===== src/verilog/pkg_cache.sv =====
package pkg_cache;

    localparam int ADDR_W   = 32;
    localparam int WORD_W   = 32;
    localparam int LINE_W   = 256;
    localparam int OFFSET_W = 5;

    // Way that a dirty bit write goes to
    typedef enum logic {
        T_HIT = 1'b0,
        T_LRU = 1'b1
    } dirtywmux_t;

    // Way that a line, tag or valid write goes to
    typedef enum logic {
        W_HIT = 1'b0,
        W_LRU = 1'b1
    } datawmux_t;

    // Way that is marked as most recently used
    typedef enum logic {
        U_HIT = 1'b0,
        U_LRU = 1'b1
    } plruwmux_t;

    typedef enum logic {
        D_CPU = 1'b0,
        D_LLC = 1'b1
    } datamux_t;

    typedef enum logic {
        M_CACHE = 1'b0,
        M_LLC   = 1'b1
    } merdmux_t;

    typedef enum logic {
        P_CPU   = 1'b0,
        P_CACHE = 1'b1
    } pmadmux_t;

    // Memory side moves the flat line, CPU side picks one word of it
    typedef union packed {
        logic [LINE_W-1:0]                    line;
        logic [LINE_W/WORD_W-1:0][WORD_W-1:0] words;
    } cache_line_u;

    typedef struct packed {
        logic       ld_valid;
        logic       ld_dirty;
        logic       ld_tag;
        logic       ld_data;
        logic       ld_tmptag;
        logic       ld_tmpdata;
        logic       ld_plru;
        logic       dirtyval;
        dirtywmux_t dirtywmux;
        datawmux_t  datawmux;
        plruwmux_t  plruwmux;
        datamux_t   datamux;
        merdmux_t   merdmux;
        pmadmux_t   pmadmux;
    } cache_ctrl_t;

    typedef struct packed {
        logic hit;
        logic dirty;
    } cache_stat_t;

endpackage

===== src/verilog/cache_control.sv =====
module cache_control (
    input  logic                   clk,
    input  logic                   rst,
    input  logic                   mem_read,
    input  logic                   mem_write,
    input  logic                   pmem_resp,
    input  pkg_cache::cache_stat_t stat,
    output logic                   mem_resp,
    output logic                   pmem_read,
    output logic                   pmem_write,
    output pkg_cache::cache_ctrl_t ctrl
);

    typedef enum logic [1:0] {
        IDLE,
        CMP,
        MISS,
        EVICT
    } state_t;

    state_t state;
    state_t next_state;

    function void set_defaults();
        pmem_read       = 1'b0;
        pmem_write      = 1'b0;
        ctrl.ld_valid   = 1'b0;
        ctrl.ld_dirty   = 1'b0;
        ctrl.ld_tag     = 1'b0;
        ctrl.ld_data    = 1'b0;
        ctrl.ld_tmptag  = 1'b0;
        ctrl.ld_tmpdata = 1'b0;
        ctrl.ld_plru    = 1'b0;
        ctrl.dirtyval   = 1'b0;
        ctrl.dirtywmux  = pkg_cache::T_HIT;
        ctrl.datawmux   = pkg_cache::W_HIT;
        ctrl.plruwmux   = pkg_cache::U_HIT;
        ctrl.datamux    = pkg_cache::D_CPU;
        ctrl.merdmux    = pkg_cache::M_CACHE;
        ctrl.pmadmux    = pkg_cache::P_CPU;
    endfunction

    function void load_valid();
        ctrl.ld_valid = 1'b1;
    endfunction

    function void load_tag();
        ctrl.ld_tag = 1'b1;
    endfunction

    function void load_dirty(pkg_cache::dirtywmux_t sel, logic value);
        ctrl.ld_dirty  = 1'b1;
        ctrl.dirtyval  = value;
        ctrl.dirtywmux = sel;
    endfunction

    function void load_data(pkg_cache::datawmux_t sel, pkg_cache::datamux_t src);
        ctrl.ld_data  = 1'b1;
        ctrl.datawmux = sel;
        ctrl.datamux  = src;
    endfunction

    function void load_plru(pkg_cache::plruwmux_t sel);
        ctrl.ld_plru  = 1'b1;
        ctrl.plruwmux = sel;
    endfunction

    function void store_tmps();
        ctrl.ld_tmptag  = 1'b1;
        ctrl.ld_tmpdata = 1'b1;
    endfunction

    function void set_mem_rdata_mux(pkg_cache::merdmux_t sel);
        ctrl.merdmux = sel;
    endfunction

    function void set_pmem_addr_mux(pkg_cache::pmadmux_t sel);
        ctrl.pmadmux = sel;
    endfunction

    always_ff @(posedge clk) begin
        if (rst)
            state <= IDLE;
        else
            state <= next_state;
    end

    always_comb begin
        next_state = state;
        mem_resp   = 1'b0;
        case (state)
            IDLE: begin
                if (mem_read || mem_write)
                    next_state = CMP;
            end
            CMP: begin
                if (stat.hit) begin
                    next_state = IDLE;
                    mem_resp   = 1'b1;
                end else begin
                    next_state = MISS;
                end
            end
            MISS: begin
                // A clean victim needs no write-back, so the fill ends the miss
                if (pmem_resp) begin
                    if (stat.dirty) begin
                        next_state = EVICT;
                    end else begin
                        next_state = IDLE;
                        mem_resp   = 1'b1;
                    end
                end
            end
            EVICT: begin
                if (pmem_resp) begin
                    next_state = IDLE;
                    mem_resp   = 1'b1;
                end
            end
            default: next_state = IDLE;
        endcase
    end

    always_comb begin
        set_defaults();
        case (state)
            CMP: begin
                if (stat.hit) begin
                    if (mem_write) begin
                        load_data(pkg_cache::W_HIT, pkg_cache::D_CPU);
                        load_dirty(pkg_cache::T_HIT, 1'b1);
                    end else begin
                        set_mem_rdata_mux(pkg_cache::M_CACHE);
                    end
                    load_plru(pkg_cache::U_HIT);
                end
            end
            MISS: begin
                set_pmem_addr_mux(pkg_cache::P_CPU);
                set_mem_rdata_mux(pkg_cache::M_LLC);
                pmem_read = 1'b1;
                if (stat.dirty)
                    store_tmps();
                // The victim is latched at the same edge that installs the fill
                if (pmem_resp) begin
                    load_tag();
                    load_valid();
                    load_data(pkg_cache::W_LRU, pkg_cache::D_LLC);
                    load_dirty(pkg_cache::T_LRU, mem_write);
                    load_plru(pkg_cache::U_LRU);
                end
            end
            EVICT: begin
                // The new line already hits here and supplies the read word
                set_mem_rdata_mux(pkg_cache::M_CACHE);
                set_pmem_addr_mux(pkg_cache::P_CACHE);
                pmem_write = 1'b1;
            end
            default: ;
        endcase
    end

endmodule


===== config.mk =====
export PLATFORM = sky130hd
export DESIGN_NAME = cache_control
export DESIGN_NICKNAME = d
export VERILOG_FILES = /design/src/verilog/pkg_cache.sv /design/src/verilog/cache_control.sv
export SDC_FILE = /design/constraint.sdc
export NUM_CORES = 1
export LEC_CHECK = 0
export ABC_AREA = 1
export BUFFER_PORTS_ARGS = -buffer_cell sky130_fd_sc_hd__clkbuf_2
export CAP_MARGIN = 20
export CELL_PAD_IN_SITES_DETAIL_PLACEMENT = 1
export CELL_PAD_IN_SITES_GLOBAL_PLACEMENT = 1
export CORE_MARGIN = 8
export CORE_UTILIZATION = 23
export CTS_CLUSTER_SIZE = 28
export DETAILED_ROUTE_END_ITERATION = 7
export GPL_ROUTABILITY_DRIVEN = 1
export PLACE_DENSITY = 0.8
export SLEW_MARGIN = 30
export SYNTH_ARGS = -nofsm -noshare
export SYNTH_HDL_FRONTEND = slang
export SYNTH_SLANG_ARGS = --single-unit

===== constraint.sdc =====
create_clock -name clk -period 1.6 [get_ports clk]
set_input_delay 0.24 -clock clk [delete_from_list [all_inputs] [get_ports clk]]
set_output_delay 0.24 -clock clk [all_outputs]
set_load 0.01 [all_outputs]

==> impl_metrics.toml <==
[drt]
firstDrtPassIters = 3
vias = 392
first_iter_violations = 3
drc = 0
post_drt_wl_per_cell_um = 13.03
drtAntennaViolNets = 0
routed_wl_um = 1212
vias_per_cell = 4.215

[critical_path]
worst-endpoint-arrival_ns = 1.26
critPathKind = "flop to primary output"
worstPathRequired_ns = 1.36
slowest_stage = "dfxtp_4"
cp_slowest_stage_delay_ns = 0.38
crit_fanout = 4
cp-start-kind = "flop"
crit_path_end_kind = "primary output"
critical_path.cell_chain = "inv_4, ha_4, nand2_2, a21oi_2, clkbuf_2"

[clock_network]
worstSkewPairLatency_ns = 0.22
postCtsHoldBufs = 0
cts_num_sinks = 2
cts_max_level = 1
clkSlewWorstSetupHoldPaths_ns = 0.03
cts-root-buf = "clkbuf_4"
clk_path_buf_depth = 2
cts_tree = "built"
cts_inserted_buffers = 3

[pwr]
power_density_nw_per_um2 = 863.5
sequentialPowerShare = 0.183
switching_share = 0.4199
vdd_drop_max_v = 0.0003156
p_switching_mw = 0.2019
p_leak_nw = 0.3531
p_int_mw = 0.2789
combPwrFrac = 0.590
p_clk_frac = 0.226

[timing]
skew_ns = 0.001462
worst_pin_slew_ns = 0.1343
hold_viol = 0
period_minus_slack_ns = 1.496
setup_slack_ns = 0.1042
relSlewSlack = 0.9103
setup_viol = 0
report.final.slew_viol_count = 0
max_freq_mhz = 668.5
hold-worst-slack_ns = 0.2777
period_share = 0.9349

[floorplanning]
die_h_um = 53.90
io_pins = 24
die_area_um2 = 2905
coreArea_um2 = 1318
initial_core_util = 0.2507
die_x_um = 53.90
rows = 13

[synth]
ys_warn_count = 0
synth_area_um2 = 330.3
synthSimpleGateAreaFrac = 0.2765
synthCells = 55
yosysSeqAreaShare = 0.1212
synth_compound_area_frac = 0.05682
syn_avg_cell_area_um2 = 6.006
muxShareOfSynthArea = 0
synth_fa_ha_area_frac = 0.2273
ys_ff_latch = 2
synthXorXnorAreaFrac = 0
syn_nets = 68
synth_top_family_by_area = "buffers and inverters"
ys_types = 9

[global_routing]
grt_max_degree = 5
grt_overflow_total = 0
grt_usage = 0.08786
grt_pass1_vias = 367
grt_pass1_wl_um = 1883
antenna_found_initial = 0

[cells_and_area]
largest_reg_flops = 2
register_area_um2 = 47.55
top_register = "state"
largestRegisters = "state (2)"
drive_gt1_frac = 0.6154
multi_input_area_um2 = 259.0
fillCellCount = 173
fin_nets = 93
final_common_cell = "clkbuf_2"
area_delta_synth_final_pct = 68.56
mostFrequentLayoutCells = "clkbuf_2, nand2_1, inv_1"
diodes = 0

[placed_design]
portBuffers = 23
gp_congestion = 0.7260
hpwl_um = 906.2
dp_slack_ns = 0.05645

[min_path]
hold_class = "input port to flop"

[job]
drv_cap = 0

[outcome]
status = "finished, final reports clean"
stage by stage:
step                        util   TNS, ns  cell area [um^2]  total power [mW]  instances
after CTS                 0.3514         0             462.9            0.4095         90
after detailed placement  0.3067         0             404.1            0.2613         85
after floorplan                -         0             330.3            0.2067         55
after global routing      0.4226  -0.01673             556.8            0.5414         93
final                     0.4226         0             556.8            0.4808         93
after global placement    0.3067         0             404.1            0.2518         85
final timing paths:
| kind | from | slack, ns | cells past startpoint | endpoint |
|---|---|---|---|---|
| worst max-delay path | state[1] | 0.10 | 5 | ctrl[10] |
| worst min-delay path | rst | 0.28 | 4 | state[1] |
| worst max register to register | state[0] | 0.43 | 7 | state[0] |
| worst min register to register | state[1] | 0.73 | 5 | state[1] |
cell usage after synthesis:
cell type  count  share of area
nand2_1       16           0.18
inv_1         12           0.14
buf_4          8           0.18
nor2_1         7          0.080
ha_1           6           0.23
a21oi_1        2          0.030
dfxtp_1        2           0.12
nand3_1        1          0.015
o21ai_2        1          0.027
logic make-up after synthesis:
group,Yosys count
compound gates,3
buf+inv,20
simple gates,24
flops,2
fa+ha+maj,6
critical path: cells and delay by family, from the launching register on:
family,cells,cell delay (ns)
buffers and inverters,2,0.21
and+or+nand+nor,1,0.06
DFF,1,0.38
AOI/OAI and AO/OA,1,0.11
adders and majority gates,1,0.27
cell type report:
type / instances / area share
Sequential cell: 2 / 0.08539
Tap cell: 15 / 0.03371
Multi-Input combinational cell: 33 / 0.4652
Clock buffer: 3 / 0.04045
Timing Repair Buffer: 28 / 0.2809
Inverter: 12 / 0.09438
what timing repair did:
| action | 4_1_cts | 5_1_grt |
|---|---|---|
| buffers inserted | 2 | 3 |
| endpoints found under the hold margin | 0 | 0 |
| gates cloned | 0 | 0 |
| setup endpoints to repair | 4 | 5 |
| gates resized for setup | 8 | 20 |
| pin swaps | 0 | 4 |
power by group through the flow:
stage               registers (mW)  logic [mW]  clock network (mW)
floorplan                   0.0681       0.139                   0
CTS                         0.0757       0.218               0.116
global route                0.0909       0.317               0.133
finish                      0.0882       0.284               0.109
detailed placement          0.0707       0.191                   0
global placement            0.0695       0.182                   0
routing by layer:
metal  vias up  share of wire  global-route usage
met3         3          0.057             0.01928
met1       178           0.35             0.08796
met4         0          0.017             0.05042
met2        11           0.57              0.1622
li1        200              -                   -
met5         -              0                   0
(Power assumes the default switching activity.)
